**src/verilog/tcb_pkg.sv**
```systemverilog
// TCB package
// bus sizes, memory depth, response delay and the shared data types
// used by the slice, the log-size converter and the memory

package tcb_pkg;

  //////////////////////////////
  // bus geometry
  //////////////////////////////

  // byte lanes in a data word
  localparam int unsigned BUS_BEN = 4;
  // offset and size field width, log2 of lanes
  localparam int unsigned BUS_MAX = 2;
  // address bits
  localparam int unsigned ADR_WID = 16;
  // data bits
  localparam int unsigned DAT_WID = 32;

  //////////////////////////////
  // subordinate
  //////////////////////////////

  // bytes backed by the memory, anything above is out of range
  localparam int unsigned MEM_BYTES = 256;
  // handshake to read data latency
  localparam int unsigned HSK_DLY = 1;

  //////////////////////////////
  // types
  //////////////////////////////

  // data word, seen as a whole or as byte lanes
  typedef union packed {
    logic [DAT_WID-1:0]        wrd;
    logic [BUS_BEN-1:0][7:0]   byt;
  } tcb_data_t;

  // per request byte order
  typedef enum logic {
    TCB_LITTLE = 1'b0,
    TCB_BIG    = 1'b1
  } tcb_endian_t;

endpackage : tcb_pkg
```
**src/verilog/tcb_top.sv**
```systemverilog
// TCB subsystem top
// register slice, log-size converter and byte-enabled memory in a chain

module tcb_top (
  input  logic                               clk,
  input  logic                               rst_n,
  // manager request
  input  logic                               req_vld,
  output logic                               req_rdy,
  input  logic                               req_wen,
  input  tcb_pkg::tcb_endian_t               req_ndn,
  input  logic [tcb_pkg::BUS_MAX-1:0]        req_siz,
  input  logic [tcb_pkg::ADR_WID-1:0]        req_adr,
  input  tcb_pkg::tcb_data_t                 req_wdt,
  // manager response
  output logic                               rsp_vld,
  output tcb_pkg::tcb_data_t                 rsp_rdt,
  output logic                               rsp_sts
);

  // slice to converter
  logic                               reg_vld;
  logic                               reg_rdy;
  logic                               reg_wen;
  tcb_pkg::tcb_endian_t               reg_ndn;
  logic [tcb_pkg::BUS_MAX-1:0]        reg_siz;
  logic [tcb_pkg::ADR_WID-1:0]        reg_adr;
  tcb_pkg::tcb_data_t                 reg_wdt;

  // converter to memory
  logic                               mem_vld;
  logic                               mem_rdy;
  logic                               mem_wen;
  logic [tcb_pkg::ADR_WID-1:0]        mem_adr;
  logic [tcb_pkg::BUS_BEN-1:0]        mem_ben;
  tcb_pkg::tcb_data_t                 mem_wdt;
  logic                               mem_rsp_vld;
  tcb_pkg::tcb_data_t                 mem_rsp_rdt;
  logic                               mem_rsp_sts;

  //////////////////////////////
  // request slice
  //////////////////////////////

  tcb_req_reg tcb_req_reg_inst (
    .clk     (clk),
    .rst_n   (rst_n),
    .sub_vld (req_vld),
    .sub_rdy (req_rdy),
    .sub_wen (req_wen),
    .sub_ndn (req_ndn),
    .sub_siz (req_siz),
    .sub_adr (req_adr),
    .sub_wdt (req_wdt),
    .man_vld (reg_vld),
    .man_rdy (reg_rdy),
    .man_wen (reg_wen),
    .man_ndn (reg_ndn),
    .man_siz (reg_siz),
    .man_adr (reg_adr),
    .man_wdt (reg_wdt)
  );

  //////////////////////////////
  // size conversion
  //////////////////////////////

  tcb_logsize2byteena tcb_logsize2byteena_inst (
    .clk         (clk),
    .rst_n       (rst_n),
    .sub_vld     (reg_vld),
    .sub_rdy     (reg_rdy),
    .sub_wen     (reg_wen),
    .sub_ndn     (reg_ndn),
    .sub_siz     (reg_siz),
    .sub_adr     (reg_adr),
    .sub_wdt     (reg_wdt),
    .sub_rsp_vld (rsp_vld),
    .sub_rsp_rdt (rsp_rdt),
    .sub_rsp_sts (rsp_sts),
    .man_vld     (mem_vld),
    .man_rdy     (mem_rdy),
    .man_wen     (mem_wen),
    .man_adr     (mem_adr),
    .man_ben     (mem_ben),
    .man_wdt     (mem_wdt),
    .man_rsp_vld (mem_rsp_vld),
    .man_rsp_rdt (mem_rsp_rdt),
    .man_rsp_sts (mem_rsp_sts)
  );

  //////////////////////////////
  // memory
  //////////////////////////////

  tcb_mem tcb_mem_inst (
    .clk     (clk),
    .rst_n   (rst_n),
    .vld     (mem_vld),
    .rdy     (mem_rdy),
    .wen     (mem_wen),
    .adr     (mem_adr),
    .ben     (mem_ben),
    .wdt     (mem_wdt),
    .rsp_vld (mem_rsp_vld),
    .rsp_rdt (mem_rsp_rdt),
    .rsp_sts (mem_rsp_sts)
  );

endmodule : tcb_top

```
**src/verilog/tcb_mem.sv**
```systemverilog
// TCB byte-enabled memory subordinate
// word array with lane writes, read data one cycle after handshake,
// error status for addresses past the backed range

module tcb_mem (
  input  logic                               clk,
  input  logic                               rst_n,
  // request
  input  logic                               vld,
  output logic                               rdy,
  input  logic                               wen,
  input  logic [tcb_pkg::ADR_WID-1:0]        adr,
  input  logic [tcb_pkg::BUS_BEN-1:0]        ben,
  input  tcb_pkg::tcb_data_t                 wdt,
  // response
  output logic                               rsp_vld,
  output tcb_pkg::tcb_data_t                 rsp_rdt,
  output logic                               rsp_sts
);

  // storage, one entry per word
  tcb_pkg::tcb_data_t mem [tcb_pkg::MEM_BYTES/tcb_pkg::BUS_BEN];

  // word index, address out of range, handshake
  logic [$clog2(tcb_pkg::MEM_BYTES)-1:$clog2(tcb_pkg::BUS_BEN)] idx;
  logic                                                         oor;
  logic                                                         hsk;

  // always ready once out of reset
  assign rdy = rst_n;
  assign hsk = vld & rdy;

  assign idx = adr[$clog2(tcb_pkg::MEM_BYTES)-1:$clog2(tcb_pkg::BUS_BEN)];
  assign oor = (32'(adr) >= tcb_pkg::MEM_BYTES);

  //////////////////////////////
  // write
  //////////////////////////////

  // enabled lanes only, dropped when out of range
  always_ff @(posedge clk) begin
    if (hsk && wen && !oor) begin
      for (int unsigned i = 0; i < tcb_pkg::BUS_BEN; i++) begin
        if (ben[i]) begin
          mem[idx].byt[i] <= wdt.byt[i];
        end
      end
    end
  end

  //////////////////////////////
  // response
  //////////////////////////////

  always_ff @(posedge clk) begin
    if (!rst_n) begin
      rsp_vld <= 1'b0;
    end else begin
      rsp_vld <= hsk;
    end
  end

  // whole word, old contents on a write
  always_ff @(posedge clk) begin
    if (hsk) begin
      rsp_sts <= oor;
      rsp_rdt <= oor ? '0 : mem[idx];
    end
  end

endmodule : tcb_mem

```
**src/verilog/tcb_logsize2byteena.sv**
```systemverilog
// TCB log-size to byte-enable converter
// maps size, offset and endianness onto lane enables and rotates write data,
// realigns read data to the right using a delayed copy of the request

module tcb_logsize2byteena (
  input  logic                               clk,
  input  logic                               rst_n,
  // subordinate side, log-size requests
  input  logic                               sub_vld,
  output logic                               sub_rdy,
  input  logic                               sub_wen,
  input  tcb_pkg::tcb_endian_t               sub_ndn,
  input  logic [tcb_pkg::BUS_MAX-1:0]        sub_siz,
  input  logic [tcb_pkg::ADR_WID-1:0]        sub_adr,
  input  tcb_pkg::tcb_data_t                 sub_wdt,
  output logic                               sub_rsp_vld,
  output tcb_pkg::tcb_data_t                 sub_rsp_rdt,
  output logic                               sub_rsp_sts,
  // manager side, byte-enable requests
  output logic                               man_vld,
  input  logic                               man_rdy,
  output logic                               man_wen,
  output logic [tcb_pkg::ADR_WID-1:0]        man_adr,
  output logic [tcb_pkg::BUS_BEN-1:0]        man_ben,
  output tcb_pkg::tcb_data_t                 man_wdt,
  input  logic                               man_rsp_vld,
  input  tcb_pkg::tcb_data_t                 man_rsp_rdt,
  input  logic                               man_rsp_sts
);

  // lane carrying data byte idx
  // little: off + idx, big: off + (2^siz - 1) - idx, both wrap in the word
  function automatic logic [tcb_pkg::BUS_MAX-1:0] lane_sel (
    input tcb_pkg::tcb_endian_t          ndn,
    input logic [tcb_pkg::BUS_MAX-1:0]   off,
    input logic [tcb_pkg::BUS_MAX-1:0]   siz,
    input logic [tcb_pkg::BUS_MAX-1:0]   idx
  );
    logic [31:0]                 msk;
    logic [tcb_pkg::BUS_MAX-1:0] top;
    msk = (32'd1 << siz) - 32'd1;
    top = msk[tcb_pkg::BUS_MAX-1:0];
    if (ndn == tcb_pkg::TCB_BIG) begin
      lane_sel = off + top - idx;
    end else begin
      lane_sel = off + idx;
    end
  endfunction : lane_sel

  // request offset and memory handshake
  logic [tcb_pkg::BUS_MAX-1:0] req_off;
  logic                        man_hsk;

  // delay line, one stage per cycle of memory latency
  logic [tcb_pkg::HSK_DLY-1:0]                       dly_vld;
  logic [tcb_pkg::HSK_DLY-1:0]                       dly_wen;
  logic [tcb_pkg::HSK_DLY-1:0][tcb_pkg::BUS_MAX-1:0] dly_off;
  logic [tcb_pkg::HSK_DLY-1:0][tcb_pkg::BUS_MAX-1:0] dly_siz;
  tcb_pkg::tcb_endian_t                              dly_ndn [tcb_pkg::HSK_DLY];

  // last stage, lines up with read data
  logic                        rsp_rd;
  logic [tcb_pkg::BUS_MAX-1:0] rsp_off;
  logic [tcb_pkg::BUS_MAX-1:0] rsp_siz;
  tcb_pkg::tcb_endian_t        rsp_ndn;

  //////////////////////////////
  // request path
  //////////////////////////////

  // handshake and address unchanged
  assign man_vld = sub_vld;
  assign sub_rdy = man_rdy;
  assign man_wen = sub_wen;
  assign man_adr = sub_adr;

  assign req_off = sub_adr[tcb_pkg::BUS_MAX-1:0];
  assign man_hsk = man_vld & man_rdy;

  // scatter data bytes onto lanes, unused lanes stay zero
  always_comb begin
    man_ben = '0;
    man_wdt = '0;
    for (int unsigned k = 0; k < tcb_pkg::BUS_BEN; k++) begin
      if (k < (32'd1 << sub_siz)) begin
        man_ben[lane_sel(sub_ndn, req_off, sub_siz, k[tcb_pkg::BUS_MAX-1:0])] = 1'b1;
        man_wdt.byt[lane_sel(sub_ndn, req_off, sub_siz, k[tcb_pkg::BUS_MAX-1:0])] =
          sub_wdt.byt[k];
      end
    end
  end

  //////////////////////////////
  // delay line
  //////////////////////////////

  always_ff @(posedge clk) begin
    if (!rst_n) begin
      dly_vld <= '0;
    end else begin
      dly_vld[0] <= man_hsk;
      for (int unsigned i = 1; i < tcb_pkg::HSK_DLY; i++) begin
        dly_vld[i] <= dly_vld[i-1];
      end
    end
  end

  // first stage loads on handshake, later stages just shift
  always_ff @(posedge clk) begin
    if (man_hsk) begin
      dly_wen[0] <= sub_wen;
      dly_off[0] <= req_off;
      dly_siz[0] <= sub_siz;
      dly_ndn[0] <= sub_ndn;
    end
    for (int unsigned i = 1; i < tcb_pkg::HSK_DLY; i++) begin
      dly_wen[i] <= dly_wen[i-1];
      dly_off[i] <= dly_off[i-1];
      dly_siz[i] <= dly_siz[i-1];
      dly_ndn[i] <= dly_ndn[i-1];
    end
  end

  //////////////////////////////
  // response path
  //////////////////////////////

  // only reads carry data back
  assign rsp_rd  = dly_vld[tcb_pkg::HSK_DLY-1] & ~dly_wen[tcb_pkg::HSK_DLY-1];
  assign rsp_off = dly_off[tcb_pkg::HSK_DLY-1];
  assign rsp_siz = dly_siz[tcb_pkg::HSK_DLY-1];
  assign rsp_ndn = dly_ndn[tcb_pkg::HSK_DLY-1];

  // gather lanes back into right-aligned bytes, zero above size
  always_comb begin
    sub_rsp_rdt = '0;
    if (rsp_rd) begin
      for (int unsigned k = 0; k < tcb_pkg::BUS_BEN; k++) begin
        if (k < (32'd1 << rsp_siz)) begin
          sub_rsp_rdt.byt[k] =
            man_rsp_rdt.byt[lane_sel(rsp_ndn, rsp_off, rsp_siz, k[tcb_pkg::BUS_MAX-1:0])];
        end
      end
    end
  end

  // status and pulse pass through
  assign sub_rsp_vld = man_rsp_vld;
  assign sub_rsp_sts = man_rsp_sts;

endmodule : tcb_logsize2byteena

```
**src/verilog/tcb_req_reg.sv**
```systemverilog
// TCB request register slice
// one entry, loads on input handshake and drains on output handshake,
// cuts the combinational path from manager to memory

module tcb_req_reg (
  input  logic                               clk,
  input  logic                               rst_n,
  // subordinate side, manager connects here
  input  logic                               sub_vld,
  output logic                               sub_rdy,
  input  logic                               sub_wen,
  input  tcb_pkg::tcb_endian_t               sub_ndn,
  input  logic [tcb_pkg::BUS_MAX-1:0]        sub_siz,
  input  logic [tcb_pkg::ADR_WID-1:0]        sub_adr,
  input  tcb_pkg::tcb_data_t                 sub_wdt,
  // manager side, toward the converter
  output logic                               man_vld,
  input  logic                               man_rdy,
  output logic                               man_wen,
  output tcb_pkg::tcb_endian_t               man_ndn,
  output logic [tcb_pkg::BUS_MAX-1:0]        man_siz,
  output logic [tcb_pkg::ADR_WID-1:0]        man_adr,
  output tcb_pkg::tcb_data_t                 man_wdt
);

  // set one cycle after reset release
  logic ena;
  // handshakes on both sides
  logic hsk_in;
  logic hsk_out;

  // free slot, or slot being drained this cycle
  assign sub_rdy = ena & (~man_vld | man_rdy);

  assign hsk_in  = sub_vld & sub_rdy;
  assign hsk_out = man_vld & man_rdy;

  //////////////////////////////
  // control
  //////////////////////////////

  always_ff @(posedge clk) begin
    if (!rst_n) begin
      ena     <= 1'b0;
      man_vld <= 1'b0;
    end else begin
      ena <= 1'b1;
      // load wins over drain, keeps one request per cycle
      if (hsk_in) begin
        man_vld <= 1'b1;
      end else if (hsk_out) begin
        man_vld <= 1'b0;
      end
    end
  end

  //////////////////////////////
  // payload
  //////////////////////////////

  always_ff @(posedge clk) begin
    if (hsk_in) begin
      man_wen <= sub_wen;
      man_ndn <= sub_ndn;
      man_siz <= sub_siz;
      man_adr <= sub_adr;
      man_wdt <= sub_wdt;
    end
  end

endmodule : tcb_req_reg

```
**config.mk**
```make
export PLATFORM = sky130hd
export DESIGN_NAME = tcb_top
export DESIGN_NICKNAME = d
export VERILOG_FILES = /design/src/verilog/tcb_pkg.sv /design/src/verilog/tcb_top.sv /design/src/verilog/tcb_mem.sv /design/src/verilog/tcb_logsize2byteena.sv /design/src/verilog/tcb_req_reg.sv
export SDC_FILE = /design/constraint.sdc
export NUM_CORES = 2
export LEC_CHECK = 0
export BUFFER_PORTS_ARGS = -buffer_cell sky130_fd_sc_hd__buf_2
export CORE_ASPECT_RATIO = 2
export CORE_MARGIN = 3
export CORE_UTILIZATION = 50
export CTS_CLUSTER_DIAMETER = 40
export CTS_CLUSTER_SIZE = 30
export DETAILED_ROUTE_END_ITERATION = 10
export GPL_ROUTABILITY_DRIVEN = 0
export PLACE_DENSITY = 0.65
export SYNTH_ARGS = -nofsm -noshare
export SYNTH_HDL_FRONTEND = slang
export SYNTH_SLANG_ARGS = --single-unit
```
**constraint.sdc**
```tcl
create_clock -name clk -period 15 [get_ports clk]
set_input_delay 2.25 -clock clk [delete_from_list [all_inputs] [get_ports clk]]
set_output_delay 2.25 -clock clk [all_outputs]
set_load 0.03 [all_outputs]
```
==> out/results.ini <==
[clocking]
ctsLongestPathBuffers = 4
cts_hold_buffers = 0
cts_sinks = 2142
cts-root-buf = clkbuf_16
ctsResizeCount = 0
htreeDepth = 4
path_clk_slew_ps = 70
numCtsBuffers = 154
post_cts_buffers = 0
cts_tree = yes
clk_latency_ps = 840

[timing]
setup_viol = 0
fmax_mhz = 151
hold_viol_final = 0
drv_slew = 0
finalWorstSetupSlack_ps = 8380
fin_skew_ps = 45.6
rsz0062_at_grt = no
slew_headroom = 0.118
whs_ps = 511
finalCriticalPeriod_ps = 6620
tns_ps = 0
tightest_slew_ps = 1320
min_period_over_period = 0.441

[critical_path]
critPathLaunchType = flip-flop
crit_path_cell_trace = or2_2, ha_1, xnor3_1, mux2_2, xnor2_2, mux4_2, nor2b_1, buf_2
max_stage_delay_ps = 900
critical_path_class = flip-flop to output pin
crit_path_top_delay_cell = xnor2_2
end_kind = output pin
cp.arrival_ps = 4370
crit_required_ps = 12750
worstPathMaxFanout = 16

[yosys]
synth_cells = 4848
yosys_register_bits = 2142
ys.flop_type = edfxtp_1
synth_edf_count = 2139
synth_warnings = 0
syn-num-nets = 4906
seq_area_frac_synth = 0.760
yosys.area_share.simple = 0.0380
syn_area_um2 = 84600
synth.area.mux_share = 0.0951
synth_xor_area_frac = 0.00112
yosysUniqueCellTypes = 77
async_flop_share = 0
synth_top_family_by_area = multiplexers
synthAdderAreaFrac = 0.000444
synth_compound_area_frac = 0.0865
avgSynthCellArea_um2 = 17.4

[global_route]
grt_overflow = 0
grt_pass1_wl_um = 402000
grt_max_degree = 94
antenna_found_initial = 19
grt.total_usage = 0.332
grt_pass1_vias = 50100

[power_and_ir_drop]
ir_drop_uv = 103
powerDensity_nw_per_um2 = 127
p_leak_nw = 29.9

[final_layout]
drive_above_1_share = 0.177
stdcell_count = 7298
area_delta_synth_final_pct = 10.6
layout.nets = 4982

[die]
die_x_um = 297
io_pins = 90
start_util = 0.505
row_count = 212
die_area_um2 = 174000
core_area_um2 = 167000
fp.dieH_um = 588

[placed_design]
portBuffers = 89
dp_cells = 7015
dp_slack_ps = 9210
hpwl_um = 182000

[detailed_routing]
routed_wl_um = 294000
vias_per_cell = 6.99
drtPass1Iterations = 9
drc = 0
routed-via-count = 51000
wl_per_cell_um = 40.3
antenna_left = 0
drt_iter0_markers = 8365

[flow_run]
drv_cap = 0

[min_path]
hp-class = flip-flop to flip-flop

[status]
status = finished, final reports clean

-- synthesized netlist by cell type, types with 8 or more instances --
cell type,n,area share
o221ai_1,8,0.00083
o22ai_1,102,0.0075
o22a_1,13,0.0013
mux4_2,147,0.039
o211ai_1,8,0.00071
a221o_1,45,0.0053
a222oi_1,11,0.0013
o2bb2ai_1,29,0.0030
a22oi_1,190,0.017
edfxtp_1,2139,0.76
buf_1,20,0.00089
a211oi_1,13,0.0012
nor3_1,77,0.0046
and2_1,17,0.0013
nor2b_1,40,0.0030
a22o_1,34,0.0035
mux2i_1,328,0.039
a31oi_1,32,0.0024
mux2_2,129,0.017
clkbuf_1,181,0.0080
buf_2,131,0.0078
a21oi_1,143,0.0085
inv_1,16,0.00071
a41oi_1,17,0.0018
o21ai_0,107,0.0063
buf_4,12,0.0011
nand3_1,46,0.0027
o2111ai_1,17,0.0018
a221oi_1,188,0.019
nor2_1,288,0.013
and3_1,10,0.00074
nand2_1,211,0.0094
-- stage by stage --
step / util / power, mW / instance area [um^2]
2_1_floorplan: - / 7.23 / 84600
3_3_place_gp: 0.528 / 7.57 / 88400
3_5_place_dp: 0.528 / 7.58 / 88400
4_1_cts: 0.559 / 11.9 / 93500
5_1_grt: 0.559 / 12.1 / 93600
6_report: 0.559 / 11.9 / 93600
-- area by class of cell --
cell class	count	area, um^2
Inverter	18	73.8
Clock buffer	161	3970
Fill cell	12700	73800
Tap cell	2247	2810
Multi-Input combinational cell	2343	19400
Clock inverter	108	1210
Timing Repair Buffer	265	1850
Antenna cell	14	35.0
Sequential cell	2142	64300
-- per-layer routing --
layer  GRT usage  part of all wire  vias to the layer above
li1            -                 -                    19900
met1       0.382              0.31                    26000
met2       0.529              0.47                     4126
met3      0.0758              0.11                     1071
met4       0.280              0.11                       18
met5           0           0.00045                        -
-- cell usage in the layout, fill, tap and decap left out, types with 19 or more instances in the layout --
cell,n
o21ai_0,107
nor3_1,73
a31oi_1,32
mux2i_1,328
a221oi_1,188
nand2_1,210
nor2_1,277
o22ai_1,102
buf_2,89
a22oi_1,190
a22o_1,34
nand3_1,45
mux2_2,129
mux4_2,147
buf_4,169
inv_6,19
o2bb2ai_1,29
nor2b_1,34
clkbuf_16,158
a21oi_1,143
a221o_1,29
edfxtp_1,2139
-- final timing paths --
check / from / end / slack, ps / cells after the start
max: tcb_logsize2byteena_inst.dly_siz[1]$_DFFE_PP_ / rsp_rdt[28] / 8380 / 8
min: tcb_req_reg_inst.ena$_DFF_P_ / tcb_req_reg_inst.man_vld$_SDFFE_PN0P_ / 510 / 1
max reg2reg: tcb_req_reg_inst.man_adr[4]$_DFFE_PP_ / tcb_mem_inst.mem[47][12]$_DFFE_PP_ / 9250 / 8
min reg2reg: tcb_req_reg_inst.ena$_DFF_P_ / tcb_req_reg_inst.man_vld$_SDFFE_PN0P_ / 510 / 1
-- worst max-delay path, delay by kind of cell, from the launching register on --
kind                       cells  cell delay [ps]
buffers and inverters          1              200
adders and majority gates      1              300
xor gates and xnor gates       2             1270
DFF                            1              420
and+or+nand+nor                2              460
muxes                          2              900
-- sequential cells by signal, summed over array words and instances (netlist names), 2 cells and up --
name,cells
tcb_logsize2byteena_inst.dly_off,2
tcb_logsize2byteena_inst.dly_siz,2
tcb_mem_inst.mem,2048
tcb_mem_inst.rsp_rdt,32
tcb_req_reg_inst.man_adr,16
tcb_req_reg_inst.man_siz,2
tcb_req_reg_inst.man_wdt,32
-- cell families (layout without fill, tap and decap cells) --
group	after synthesis	after routing
xor gates and xnor gates	6	6
adders and majority gates	3	3
and+or+nand+nor	731	731
buffers and inverters	363	552
other	0	14
AOI/OAI and AO/OA	999	999
DFF	2142	2142
muxes	604	604
-- where the power goes --
group | switching [mW] | total, mW | leakage [nW] | internal (mW)
Sequential | 0.0159 | 6.73 | 19.8 | 6.71
Combinational | 0.579 | 0.744 | 7.54 | 0.165
Clock | 2.28 | 4.39 | 2.52 | 2.11
Total | 2.88 | 11.9 | 29.9 | 8.98
Power figures use the tool's default switching activity.
